File: src/hw/vip_pkg.sv
package vip_pkg;

    // --------------------------------------------------------------------------
    // frame geometry
    localparam int H_PIXEL     = 64;        // active pixels per line
    localparam int V_PIXEL     = 32;        // active lines per frame
    localparam int XW          = 7;         // x coordinate width
    localparam int YW          = 6;         // y coordinate width

    // --------------------------------------------------------------------------
    // recognition
    localparam int NUM_COL     = 4;         // digit slots, one row only
    localparam int DARK_THRESH = 24;        // r5 + g[5:1] + b5 below this is dark
    localparam int DIGIT_W     = 4;
    localparam int ONE_RATIO   = 2;         // narrower than h >> 2 reads as 1

    localparam logic [DIGIT_W-1:0] NO_DIGIT = 4'hf;  // empty slot or no match

    // segment bits {a, b, c, d, e, f, g}, index = digit value
    localparam logic [6:0] SEG_TABLE [10] = '{
        7'h7e,                              // 0
        7'h30,                              // 1
        7'h6d,                              // 2
        7'h79,                              // 3
        7'h33,                              // 4
        7'h5b,                              // 5
        7'h5f,                              // 6, with tail a
        7'h70,                              // 7
        7'h7f,                              // 8
        7'h7b                               // 9, with tail d
    };

endpackage
File: src/hw/col_projector.sv
`timescale 1ns/10ps

module col_projector (
    input  logic                                        clk,
    input  logic                                        arst_n,
    input  logic                                        pix_dark,
    input  logic                                        pix_de,
    input  logic [vip_pkg::XW-1:0]                      pix_x,
    input  logic                                        frame_end,
    output logic [vip_pkg::NUM_COL-1:0][vip_pkg::XW-1:0] col_left,
    output logic [vip_pkg::NUM_COL-1:0][vip_pkg::XW-1:0] col_right,
    output logic [2:0]                                  col_count,  // spans found
    output logic                                        cols_valid  // spans complete
);

    logic [vip_pkg::H_PIXEL-1:0] flags;      // dark columns, frame in progress
    logic [vip_pkg::H_PIXEL-1:0] hit;
    logic [vip_pkg::H_PIXEL-1:0] scan_bits;  // copy, shifted right per step
    logic                        scanning;
    logic [vip_pkg::XW-1:0]      scan_idx;   // column under test
    logic                        in_run;
    logic [vip_pkg::XW-1:0]      run_start;
    logic                        cur;
    logic                        last_col;
    logic                        close_run;
    logic [vip_pkg::XW-1:0]      run_lo;
    logic [vip_pkg::XW-1:0]      run_hi;

    assign hit = (pix_de && pix_dark) ? {{(vip_pkg::H_PIXEL-1){1'b0}}, 1'b1} << pix_x : '0;

    // --------------------------------------------------------------------------
    // run detection on the walked copy
    assign cur       = scan_bits[0];
    assign last_col  = scan_idx == vip_pkg::H_PIXEL - 1;
    assign close_run = scanning && ((in_run && !cur) || (cur && last_col));  // right edge closes
    assign run_lo    = in_run ? run_start : scan_idx;
    assign run_hi    = cur ? scan_idx : scan_idx - 1'b1;   // run ended on previous column

    always_ff @(posedge clk or negedge arst_n) begin
        if (!arst_n) begin
            flags      <= '0;
            scan_bits  <= '0;
            scanning   <= 1'b0;
            scan_idx   <= '0;
            in_run     <= 1'b0;
            run_start  <= '0;
            col_left   <= '0;
            col_right  <= '0;
            col_count  <= '0;
            cols_valid <= 1'b0;
        end else begin
            cols_valid <= scanning && last_col;  // H_PIXEL + 1 after frame_end
            if (frame_end) begin
                flags     <= '0;
                scan_bits <= flags | hit;       // keep a pixel landing on this cycle
                scanning  <= 1'b1;
                scan_idx  <= '0;
                in_run    <= 1'b0;
                col_left  <= '0;
                col_right <= '0;
                col_count <= '0;
            end else begin
                flags <= flags | hit;
                if (scanning) begin
                    scan_bits <= scan_bits >> 1;
                    scan_idx  <= scan_idx + 1'b1;
                    scanning  <= !last_col;
                    in_run    <= cur && !last_col;
                    if (cur && !in_run)
                        run_start <= scan_idx;
                    if (close_run && col_count < vip_pkg::NUM_COL) begin  // extra runs dropped
                        col_left[col_count]  <= run_lo;
                        col_right[col_count] <= run_hi;
                        col_count            <= col_count + 1'b1;
                    end
                end
            end
        end
    end

    a_count_max: assert property (@(posedge clk) disable iff (!arst_n)
        col_count <= vip_pkg::NUM_COL)
        else $error("col_count above NUM_COL");

endmodule

File: src/hw/digit_recog_top.sv
`timescale 1ns/10ps

module digit_recog_top (
    input  logic                                         clk,
    input  logic                                         arst_n,
    input  logic                                         frame_vsync,
    input  logic                                         frame_de,
    input  logic [15:0]                                  pixel_rgb,
    output logic [vip_pkg::NUM_COL*vip_pkg::DIGIT_W-1:0] digits,
    output logic                                         digit_valid
);

    logic                                         pix_dark;
    logic                                         pix_de;
    logic [vip_pkg::XW-1:0]                       pix_x;
    logic [vip_pkg::YW-1:0]                       pix_y;
    logic                                         frame_end;
    logic [vip_pkg::NUM_COL-1:0][vip_pkg::XW-1:0] col_left;
    logic [vip_pkg::NUM_COL-1:0][vip_pkg::XW-1:0] col_right;
    logic [2:0]                                   col_count;
    logic                                         cols_valid;
    logic [vip_pkg::YW-1:0]                       row_top;
    logic [vip_pkg::YW-1:0]                       row_bottom;
    logic                                         row_found;

    // --------------------------------------------------------------------------
    // pixel marking, then the two projections side by side
    pixel_binarize u_pixel_binarize (
        .clk         (clk),
        .arst_n      (arst_n),
        .frame_vsync (frame_vsync),
        .frame_de    (frame_de),
        .pixel_rgb   (pixel_rgb),
        .pix_dark    (pix_dark),
        .pix_de      (pix_de),
        .pix_x       (pix_x),
        .pix_y       (pix_y),
        .frame_end   (frame_end)
    );

    col_projector u_col_projector (
        .clk        (clk),
        .arst_n     (arst_n),
        .pix_dark   (pix_dark),
        .pix_de     (pix_de),
        .pix_x      (pix_x),
        .frame_end  (frame_end),
        .col_left   (col_left),
        .col_right  (col_right),
        .col_count  (col_count),
        .cols_valid (cols_valid)
    );

    row_projector u_row_projector (
        .clk        (clk),
        .arst_n     (arst_n),
        .pix_dark   (pix_dark),
        .pix_de     (pix_de),
        .pix_y      (pix_y),
        .frame_end  (frame_end),
        .row_top    (row_top),
        .row_bottom (row_bottom),
        .row_found  (row_found)
    );

    // boxes from frame N, sampled in frame N+1
    segment_sampler u_segment_sampler (
        .clk         (clk),
        .arst_n      (arst_n),
        .pix_dark    (pix_dark),
        .pix_de      (pix_de),
        .pix_x       (pix_x),
        .pix_y       (pix_y),
        .frame_end   (frame_end),
        .col_left    (col_left),
        .col_right   (col_right),
        .col_count   (col_count),
        .cols_valid  (cols_valid),
        .row_top     (row_top),
        .row_bottom  (row_bottom),
        .row_found   (row_found),
        .digits      (digits),
        .digit_valid (digit_valid)
    );

endmodule

File: src/hw/pixel_binarize.sv
`timescale 1ns/10ps

module pixel_binarize (
    input  logic                   clk,
    input  logic                   arst_n,
    input  logic                   frame_vsync,  // high in vertical blanking
    input  logic                   frame_de,     // active pixel
    input  logic [15:0]            pixel_rgb,    // rgb565
    output logic                   pix_dark,
    output logic                   pix_de,
    output logic [vip_pkg::XW-1:0] pix_x,
    output logic [vip_pkg::YW-1:0] pix_y,
    output logic                   frame_end     // one cycle, vsync rise
);

    logic [6:0]              luma;    // up to 31 + 31 + 31
    logic                    vsync_d;
    logic [vip_pkg::XW-1:0]  x_cnt;   // position of the incoming pixel
    logic [vip_pkg::YW-1:0]  y_cnt;

    // green keeps its upper five bits so all three fields weigh the same
    assign luma = 7'(pixel_rgb[15:11]) + 7'(pixel_rgb[10:6]) + 7'(pixel_rgb[4:0]);

    always_ff @(posedge clk or negedge arst_n) begin
        if (!arst_n) begin
            vsync_d   <= 1'b0;
            pix_dark  <= 1'b0;
            pix_de    <= 1'b0;
            pix_x     <= '0;
            pix_y     <= '0;
            frame_end <= 1'b0;
            x_cnt     <= '0;
            y_cnt     <= '0;
        end else begin
            vsync_d   <= frame_vsync;
            pix_dark  <= luma < vip_pkg::DARK_THRESH;
            pix_de    <= frame_de;
            pix_x     <= x_cnt;
            pix_y     <= y_cnt;
            frame_end <= frame_vsync && !vsync_d;
            if (frame_vsync && !vsync_d) begin      // new frame, restart at origin
                x_cnt <= '0;
                y_cnt <= '0;
            end else if (frame_de) begin
                x_cnt <= x_cnt + 1'b1;
            end else if (pix_de) begin              // de just fell, next line
                x_cnt <= '0;
                y_cnt <= y_cnt + 1'b1;
            end
        end
    end

    // --------------------------------------------------------------------------
    // input framing checks
    a_de_vsync: assert property (@(posedge clk) disable iff (!arst_n)
        !(frame_de && frame_vsync))
        else $error("frame_de overlaps frame_vsync");

    a_x_range: assert property (@(posedge clk) disable iff (!arst_n)
        pix_de |-> pix_x < vip_pkg::H_PIXEL)
        else $error("line longer than H_PIXEL");

endmodule

File: src/hw/row_projector.sv
`timescale 1ns/10ps

module row_projector (
    input  logic                   clk,
    input  logic                   arst_n,
    input  logic                   pix_dark,
    input  logic                   pix_de,
    input  logic [vip_pkg::YW-1:0] pix_y,
    input  logic                   frame_end,
    output logic [vip_pkg::YW-1:0] row_top,     // first dark line, last frame
    output logic [vip_pkg::YW-1:0] row_bottom,  // last dark line
    output logic                   row_found
);

    logic                   hit;
    logic                   seen;    // any dark pixel this frame
    logic                   seen_n;
    logic [vip_pkg::YW-1:0] min_y;
    logic [vip_pkg::YW-1:0] max_y;
    logic [vip_pkg::YW-1:0] min_n;
    logic [vip_pkg::YW-1:0] max_n;

    assign hit = pix_de && pix_dark;

    always_comb begin
        seen_n = seen || hit;
        min_n  = min_y;
        max_n  = max_y;
        if (hit && (!seen || pix_y < min_y))
            min_n = pix_y;
        if (hit && (!seen || pix_y > max_y))
            max_n = pix_y;
    end

    always_ff @(posedge clk or negedge arst_n) begin
        if (!arst_n) begin
            seen       <= 1'b0;
            min_y      <= '0;
            max_y      <= '0;
            row_top    <= '0;
            row_bottom <= '0;
            row_found  <= 1'b0;
        end else if (frame_end) begin
            row_top    <= min_n;                // span of the frame just closed
            row_bottom <= max_n;
            row_found  <= seen_n;
            seen       <= 1'b0;
        end else begin
            seen  <= seen_n;
            min_y <= min_n;
            max_y <= max_n;
        end
    end

    a_span_order: assert property (@(posedge clk) disable iff (!arst_n)
        row_found |-> row_top <= row_bottom)
        else $error("row span inverted");

endmodule

File: src/hw/segment_sampler.sv
`timescale 1ns/10ps

module segment_sampler (
    input  logic                                         clk,
    input  logic                                         arst_n,
    input  logic                                         pix_dark,
    input  logic                                         pix_de,
    input  logic [vip_pkg::XW-1:0]                       pix_x,
    input  logic [vip_pkg::YW-1:0]                       pix_y,
    input  logic                                         frame_end,
    input  logic [vip_pkg::NUM_COL-1:0][vip_pkg::XW-1:0] col_left,
    input  logic [vip_pkg::NUM_COL-1:0][vip_pkg::XW-1:0] col_right,
    input  logic [2:0]                                   col_count,
    input  logic                                         cols_valid,
    input  logic [vip_pkg::YW-1:0]                       row_top,
    input  logic [vip_pkg::YW-1:0]                       row_bottom,
    input  logic                                         row_found,
    output logic [vip_pkg::NUM_COL*vip_pkg::DIGIT_W-1:0] digits,     // slot 0 leftmost
    output logic                                         digit_valid
);

    logic [vip_pkg::NUM_COL-1:0][vip_pkg::XW-1:0] box_w;
    logic [vip_pkg::YW-1:0]                       box_h;
    logic [vip_pkg::YW+1:0]                       h_3q;     // 3h/4
    logic [vip_pkg::NUM_COL-1:0][vip_pkg::XW-1:0] xl;       // f, e column
    logic [vip_pkg::NUM_COL-1:0][vip_pkg::XW-1:0] xm;       // a, g, d column
    logic [vip_pkg::NUM_COL-1:0][vip_pkg::XW-1:0] xr;       // b, c column
    logic [vip_pkg::YW-1:0]                       ya;       // a row
    logic [vip_pkg::YW-1:0]                       yf;       // f and b row
    logic [vip_pkg::YW-1:0]                       yg;       // g row
    logic [vip_pkg::YW-1:0]                       ye;       // e and c row
    logic [vip_pkg::YW-1:0]                       yd;       // d row
    logic [vip_pkg::NUM_COL-1:0]                  narrow;   // reads as 1
    logic [vip_pkg::NUM_COL-1:0]                  box_ok;
    logic [vip_pkg::NUM_COL-1:0][6:0]             hit;
    logic [vip_pkg::NUM_COL-1:0][6:0]             seg;      // {a,b,c,d,e,f,g} seen dark
    logic [vip_pkg::NUM_COL-1:0][6:0]             seg_now;
    logic                                         loaded;   // boxes in place for this frame

    function automatic logic [vip_pkg::DIGIT_W-1:0] decode(input logic [6:0] pat);
        logic [vip_pkg::DIGIT_W-1:0] code;
        code = vip_pkg::NO_DIGIT;
        for (int d = 0; d < 10; d++)
            if (pat == vip_pkg::SEG_TABLE[d])
                code = 4'(d);
        return code;
    endfunction

    // --------------------------------------------------------------------------
    // box geometry and sample point hits
    always_comb begin
        box_h = row_bottom - row_top;
        h_3q  = ({2'b00, box_h} + {1'b0, box_h, 1'b0}) >> 2;
        for (int i = 0; i < vip_pkg::NUM_COL; i++) begin
            box_w[i]   = col_right[i] - col_left[i];
            hit[i][6]  = pix_y == ya && pix_x == xm[i];     // a
            hit[i][5]  = pix_y == yf && pix_x == xr[i];     // b
            hit[i][4]  = pix_y == ye && pix_x == xr[i];     // c
            hit[i][3]  = pix_y == yd && pix_x == xm[i];     // d
            hit[i][2]  = pix_y == ye && pix_x == xl[i];     // e
            hit[i][1]  = pix_y == yf && pix_x == xl[i];     // f
            hit[i][0]  = pix_y == yg && pix_x == xm[i];     // g
            seg_now[i] = seg[i] | (hit[i] & {7{pix_de && pix_dark}});
        end
    end

    always_ff @(posedge clk) begin
        if (cols_valid) begin                   // boxes of frame N
            ya <= row_top + 1'b1;
            yf <= row_top + (box_h >> 2);
            yg <= row_top + (box_h >> 1);
            ye <= row_top + h_3q[vip_pkg::YW-1:0];
            yd <= row_bottom - 1'b1;
            for (int i = 0; i < vip_pkg::NUM_COL; i++) begin
                xl[i]     <= col_left[i] + 1'b1;
                xm[i]     <= col_left[i] + (box_w[i] >> 1);
                xr[i]     <= col_right[i] - 1'b1;
                narrow[i] <= box_w[i] < (box_h >> vip_pkg::ONE_RATIO);
            end
            seg <= '0;
        end else begin
            seg <= seg_now;                     // sampled through frame N+1
        end
    end

    // --------------------------------------------------------------------------
    // decode at the frame end after loading
    always_ff @(posedge clk or negedge arst_n) begin
        if (!arst_n) begin
            loaded      <= 1'b0;
            box_ok      <= '0;
            digits      <= {vip_pkg::NUM_COL{vip_pkg::NO_DIGIT}};
            digit_valid <= 1'b0;
        end else begin
            digit_valid <= frame_end && loaded;
            if (cols_valid) begin
                loaded <= 1'b1;
                for (int i = 0; i < vip_pkg::NUM_COL; i++)
                    box_ok[i] <= row_found && (i < col_count);
            end else if (frame_end) begin
                loaded <= 1'b0;                 // unloaded frame end only arms
                if (loaded) begin
                    for (int i = 0; i < vip_pkg::NUM_COL; i++)
                        digits[i*vip_pkg::DIGIT_W +: vip_pkg::DIGIT_W] <=
                            !box_ok[i] ? vip_pkg::NO_DIGIT :
                            narrow[i]  ? 4'd1 : decode(seg_now[i]);
                end
            end
        end
    end

    a_valid_pulse: assert property (@(posedge clk) disable iff (!arst_n)
        digit_valid |=> !digit_valid)
        else $error("digit_valid longer than one cycle");

endmodule

File: config.mk
export PLATFORM = sky130hd
export DESIGN_NAME = digit_recog_top
export DESIGN_NICKNAME = d
export VERILOG_FILES = /design/src/hw/vip_pkg.sv /design/src/hw/col_projector.sv /design/src/hw/digit_recog_top.sv /design/src/hw/pixel_binarize.sv /design/src/hw/row_projector.sv /design/src/hw/segment_sampler.sv
export SDC_FILE = /design/constraint.sdc
export NUM_CORES = 1
export LEC_CHECK = 0
export BUFFER_PORTS_ARGS = -buffer_cell sky130_fd_sc_hd__buf_2
export CELL_PAD_IN_SITES_DETAIL_PLACEMENT = 1
export CELL_PAD_IN_SITES_GLOBAL_PLACEMENT = 1
export CORE_ASPECT_RATIO = 1.75
export CORE_MARGIN = 3
export CORE_UTILIZATION = 35
export CTS_CLUSTER_DIAMETER = 60
export DETAILED_ROUTE_END_ITERATION = 8
export PLACE_DENSITY_LB_ADDON = 0.12
export SLEW_MARGIN = 20
export SYNTH_ARGS = -nofsm -noshare
export SYNTH_HDL_FRONTEND = slang
export SYNTH_SLANG_ARGS = --single-unit
File: constraint.sdc
create_clock -name clk -period 5.95 [get_ports clk]
set_input_delay 1.785 -clock clk [delete_from_list [all_inputs] [get_ports clk]]
set_output_delay 1.785 -clock clk [all_outputs]
set_load 0.01 [all_outputs]
==> out/metrics.csv, run 1 <==
stage,metric,value,unit
clock_network,holdBufCountCts,0,
outcome,status,"complete, no violations",
clock_network,htreeDepth,2,
placed_design,hpwl,46.70,mm
routing,wl_per_cell,21.56,um
routing,drt_wl_total,64.58,mm
power_and_ir_drop,power.leakage,10.52,nW
placed_design,place_area,0.02345,mm^2
placed_design,port_buffers,35,
clock_network,clk_latency,0.60,ns
yosys,synth_xor_area_share,9.970,%
yosys,synth.net_count,2301,
sta,drv_slew,0,
die,rows,122,
routing,detail-route-antenna-nets,0,
yosys,syn_area,0.02240,mm^2
clock_network,root_buffer,clkbuf_16,
finish,layout-drive-gt1-share,9.411,%
sta,timing.final.crit_share,70.12,%
critical_path,end_kind,register,
yosys,synth_top_area_share,29.71,%
sta,rsz0062_at_grt,no,
power_and_ir_drop,pwr-share-clk,26.7,%
finish,final_cell_area,0.02495,mm^2
power_and_ir_drop,power.density,435.3,mW/mm^2
finish,nets,2309,
die,ioPinCount,37,
finish,final_common_cell,dfrtp_1,
clock_network,post_cts_resized,0,
finish,antenna_cells,0,
finish,fillers,6977,
power_and_ir_drop,intPower,6.933,mW
routing,drc_errors,0,
sta,worst_slack,1.778,ns
power_and_ir_drop,pwr-share-comb,37.1,%
finish,final_cell_mix,"dfrtp_1, nor2_1, a21oi_1, xnor2_1, ha_1",
critical_path,r2r_start,u_row_projector.row_top[1]$_DFFE_PN0P_,
critical_path,critPathArrivalTime,4.51,ns
yosys,yosysTopAreaCell,dfrtp_1,
yosys,synth_edf_count,118,
critical_path,path_max_fanout,9,
yosys,synth.area.mux_share,1.704,%
yosys,synth-compound-area-share,13.60,%
yosys,yosys.area_share.simple,13.09,%
yosys,ys_seq_elements,428,
yosys,syn_inst,2145,
clock_network,cts.sinks,428,
clock_network,cts_tree,yes,
critical_path,slowest_stage,dfrtp_1,
power_and_ir_drop,ir_drop,0.1820,mV
min_path,hp-class,register to register,
yosys,synthDistinctLibCells,68,
routing,viasPerCell,5.289,
die,die-area,0.06719,mm^2
clock_network,cts_buffers,45,
power_and_ir_drop,sw_frac_of_total,36.17,%
yosys,async_flop_share,65.89,%
power_and_ir_drop,power,10.86,mW
routing,first_iter_violations,587,
critical_path,crit_required,6.29,ns
yosys,synthAdderAreaFrac,8.065,%
global_routing,grt_max_degree,113,
yosys,ys_top_cells_by_area,"dfrtp_1, edfxtp_1, ha_1",
die,core_area,0.06335,mm^2
yosys,synth_warnings,0,
sta,setup_viol,0,
routing,vias,15840,
die,die_x,197.2,um
yosys,ys.flop_type,dfrtp_1,
critical_path,startpoint_type,register,
sta,min_period,4.172,ns
global_routing,grt_antenna_before_repair,0,
critical_path,cp_cell_sequence,"inv_1, ha_1, a21o_1, a21o_1, xor2_1, ha_1, a21o_1, a21oi_1, xnor2_1, ha_1, inv_1, o21bai_1, a21oi_1, xnor2_1",
power_and_ir_drop,p_switching,3.928,mW
yosys,syn_avg_cell_area,10.44,um^2
routing,drt_pass1_iterations,5,
yosys,ys_seq_area_share,49.91,%
sta,fin_skew,0.01695,ns
global_routing,track_usage,19.36,%
yosys,synth_top_family_by_area,compound AO/OA/AOI/OAI gates,
run,cap_violations,0,
sta,fmax,239.7,MHz
min_path,hold_start,u_pixel_binarize.y_cnt[5]$_DFFE_PN0P_,
critical_path,cp-startpoint,u_row_projector.row_top[1]$_DFFE_PN0P_,
sta,timing.slew.headroom,24.43,%
sta,hold_violations,0,
placed_design,place_congestion,0.7946,
clock_network,clk_pin_slew,0.06,ns
sta,tightest_slew,1.123,ns
die,initial_core_util,35.36,%
power_and_ir_drop,seq_power_share,36.2,%
finish,area_growth,11.39,%
critical_path,path_class,register to register,
die,die_h,340.7,um
clock_network,clockBufferDepth,3,
global_routing,grt_pass1_wl,100.6,mm
sta,fin_setup_tns,0,ns
global_routing,grt_overflow,0,
global_routing,grt_pass1_vias,17171,
critical_path,slowest_delay,0.66,ns
clock_network,cts_setup_buffers,0,
placed_design,place_ws,1.680,ns
==> final timing paths <==
check	slack, ns	end	depth (start not counted)
worst max-delay path	1.78	u_segment_sampler.ye[5]$_DFFE_PP_	14
worst min-delay path	0.41	u_pixel_binarize.pix_y[5]$_DFF_PN0_	0
max in group asynchronous	3.58	u_col_projector.flags[10]$_DFF_PN0_	2
min in group asynchronous	1.25	u_pixel_binarize.x_cnt[0]$_DFFE_PN0P_	1
worst min register to register	0.41	u_pixel_binarize.pix_y[5]$_DFF_PN0_	0
worst max register to register	1.78	u_segment_sampler.ye[5]$_DFFE_PP_	14
==> metal layers <==
metal | vias to the layer above | share of wire, % | track usage [%] | wire, um
li1 | 7528 | - | - | -
met1 | 8084 | 38 | 20.96 | 24750
met4 | 0 | 2.6 | 5.470 | 1654
met5 | - | 0 | 0 | 0
met2 | 158 | 57 | 38.89 | 36920
met3 | 70 | 2.0 | 2.035 | 1260
==> layout make-up <==
class	count	area [um^2]	share of cell area (%)
sequential	428	11190	44.85
multi-input combinational	1510	10410	41.73
clock buffer	68	1353	5.420
tap	806	1008	4.042
timing repair buffer	68	457.9	1.835
inverter	100	375.4	1.504
clock inverter	15	153.9	0.6168
==> power by group through the flow <==
stage          clock (mW)  combinational (mW)  sequential (mW)
2_1_floorplan           0                3.02             3.79
3_3_place_gp            0                3.93             3.98
3_5_place_dp            0                4.09             4.00
4_1_cts              3.00                4.12             3.94
5_1_grt              3.09                4.55             3.98
6_report             2.90                4.02             3.93
==> per-stage QoR <==
step | utilization, % | cells | hold slack (ns)
after global placement | 37.01 | 2912 | 0.3838
final | 39.39 | 2995 | 0.4077
after CTS | 39.39 | 2995 | 0.4081
after floorplan | - | 2145 | 0.3718
after detailed placement | 37.01 | 2912 | 0.3860
after global routing | 39.39 | 2995 | 0.4168
==> worst max-delay path: cells and delay by family (launching register included) <==
family / cells / cell delay [ns]
AO/OA/AOI/OAI: 6 / 1.11
adder cells (fa/ha/maj): 3 / 1.02
XOR/XNOR: 3 / 0.86
flip-flops: 1 / 0.66
buffers and inverters: 2 / 0.28
==> kinds of logic (layout without fill, tap and decap cells) <==
family,count (synthesis),count (layout)
simple gates,596,596
compound gates,488,488
flops,428,428
xor+xnor,255,255
buf+inv,207,251
fa+ha+maj,136,136
mux,35,35
==> cells in the mapped netlist, types with 10 or more instances <==
library cell	count
a211oi_1	91
a21o_1	40
a21oi_1	211
a31oi_1	32
and2_1	13
buf_2	20
clkbuf_1	83
dfrtp_1	266
dfstp_2	16
dfxtp_1	28
edfxtp_1	118
fa_1	14
ha_1	122
inv_1	99
mux2_2	25
mux2i_1	10
nand2_1	91
nand3_1	53
nand4_1	24
nor2_1	221
nor2b_1	83
nor3_1	44
nor4_1	12
o21ai_0	38
o21bai_1	19
xnor2_1	150
xor2_1	105
==> registers in the layout, summed over array words and instances (netlist names), 16 cells and up <==
name	flops
u_col_projector.col_right	28
u_segment_sampler.xr	28
u_col_projector.scan_bits	64
u_col_projector.flags	64
u_col_projector.col_left	28
u_segment_sampler.digits	16
u_segment_sampler.xm	28
u_segment_sampler.seg	28
u_segment_sampler.xl	28
No activity file was read; power rests on OpenSTA's default activity.
==> run 2, diff against run 1 <==
==> constraint.sdc (replaced) <==
create_clock -name clk -period 3.8 [get_ports clk]
set_input_delay 1.14 -clock clk [delete_from_list [all_inputs] [get_ports clk]]
set_output_delay 1.14 -clock clk [all_outputs]
set_load 0.01 [all_outputs]
==> out/metrics.csv, run 2 (synthesized netlist as in run 1, its figures left out) <==
stage,metric,value,unit
clock_network,cts.sinks,428,
global_routing,grt_pass1_wl,99.71,mm
sta,setup_viol,0,
critical_path,path_class,register to register,
power_and_ir_drop,power.leakage,10.79,nW
sta,timing.hold.ws,0.4130,ns
routing,drc_errors,0,
critical_path,critPathArrivalTime,3.88,ns
sta,fmax,281.6,MHz
placed_design,place_congestion,0.8101,
power_and_ir_drop,power.density,670.8,mW/mm^2
power_and_ir_drop,ir_drop,0.3173,mV
die,die_x,197.2,um
run,cap_violations,0,
global_routing,grt_max_degree,192,
routing,viasPerCell,5.223,
finish,final_cell_mix,"dfrtp_1, nor2_1, a21oi_1, xnor2_1, ha_1",
routing,drt_wl_total,63.73,mm
placed_design,port_buffers,35,
die,ioPinCount,37,
routing,first_iter_violations,636,
routing,drt_pass1_iterations,4,
die,core_area,0.06335,mm^2
sta,worst_slack,0.2488,ns
finish,layout-drive-gt1-share,11.57,%
outcome,status,"complete, no violations",
clock_network,cts_buffers,45,
global_routing,grt_pass1_vias,17516,
finish,top_regs,"u_col_projector.flags x64, u_col_projector.scan_bits x64",
min_path,hp-class,register to register,
placed_design,place_ws,0.2314,ns
clock_network,clk_pin_slew,0.06,ns
clock_network,htreeDepth,2,
sta,min_period,3.551,ns
routing,detail-route-antenna-nets,0,
die,initial_core_util,35.36,%
finish,area_growth,13.35,%
finish,nets,2366,
sta,timing.slew.headroom,27.50,%
critical_path,crit_required,4.13,ns
clock_network,post_cts_resized,0,
sta,drv_slew,0,
placed_design,hpwl,45.56,mm
placed_design,dp.cells,2969,
global_routing,track_usage,19.14,%
die,die_h,340.7,um
sta,tightest_slew,1.083,ns
sta,fin_setup_tns,0,ns
routing,vias,15950,
finish,final_common_cell,dfrtp_1,
sta,fin_skew,0.02019,ns
sta,rsz0062_at_grt,no,
critical_path,startpoint_type,register,
die,rows,122,
critical_path,path_max_fanout,4,
die,die-area,0.06719,mm^2
clock_network,cts_tree,yes,
finish,stdcell_count,3054,
global_routing,grt_antenna_before_repair,1,
clock_network,holdBufCountCts,0,
clock_network,clk_latency,0.59,ns
global_routing,grt_overflow,0,
sta,hold_violations,0,
routing,wl_per_cell,20.87,um
critical_path,end_kind,register,
clock_network,root_buffer,clkbuf_16,
clock_network,cts_setup_buffers,0,
clock_network,clockBufferDepth,3,
sta,timing.final.crit_share,93.45,%
## run 2: critical path: stages (launching register included)
cell      delay, ns
dfrtp_1        0.38
inv_1          0.15
ha_1           0.17
inv_1          0.06
fa_1           0.55
nor2b_1        0.20
fa_1           0.40
xor2_1         0.28
ha_1           0.29
a21o_1         0.18
a21oi_1        0.23
o21bai_1       0.09
a21oi_1        0.21
xnor2_1        0.10
## run 2: where the power goes
part | switching [mW] | internal [mW]
Combinational | 3.59 | 2.79
Clock | 1.93 | 2.62
Sequential | 0.548 | 5.56
Total | 6.07 | 11.0
## run 2: layout make-up
class / count / area, um^2
diodes: 1 / 2.502
clock buffers: 64 / 1310
fillers: 6949 / 37960
well taps: 806 / 1008
multi-input cells: 1510 / 10400
inverters: 100 / 375.4
flip-flops and latches: 428 / 11190
clock inverters: 20 / 193.9
repair buffers: 125 / 910.9
## run 2: final timing paths
kind,from,end,depth (start not counted),slack [ns]
max,u_row_projector.row_bottom[0]$_DFFE_PN0P_,u_segment_sampler.ye[5]$_DFFE_PP_,13,0.25
max in group asynchronous,arst_n,u_row_projector.row_bottom[1]$_DFFE_PN0P_,2,2.40
min,u_pixel_binarize.y_cnt[5]$_DFFE_PN0P_,u_pixel_binarize.pix_y[5]$_DFF_PN0_,0,0.41
min reg2reg,u_pixel_binarize.y_cnt[5]$_DFFE_PN0P_,u_pixel_binarize.pix_y[5]$_DFF_PN0_,0,0.41
min in group asynchronous,arst_n,u_col_projector.flags[54]$_DFF_PN0_,1,0.47
max reg2reg,u_row_projector.row_bottom[0]$_DFFE_PN0P_,u_segment_sampler.ye[5]$_DFFE_PP_,13,0.25
## run 2: routing by layer
layer / wire (um) / vias up / global-route usage, %
li1: - / 7631 / -
met1: 24760 / 8060 / 21.07
met2: 34750 / 163 / 36.73
met3: 1952 / 96 / 2.805
met4: 2263 / 0 / 6.926
met5: 0 / - / 0
## run 2: stage by stage
step | power (mW) | utilization (%) | instance area [um^2]
3_5_place_dp | 12.69 | 37.71 | 23890
3_3_place_gp | 12.46 | 37.71 | 23890
2_1_floorplan | 10.67 | - | 22400
5_1_grt | 18.32 | 40.08 | 25390
6_report | 17.03 | 40.08 | 25390
4_1_cts | 17.35 | 40.08 | 25390
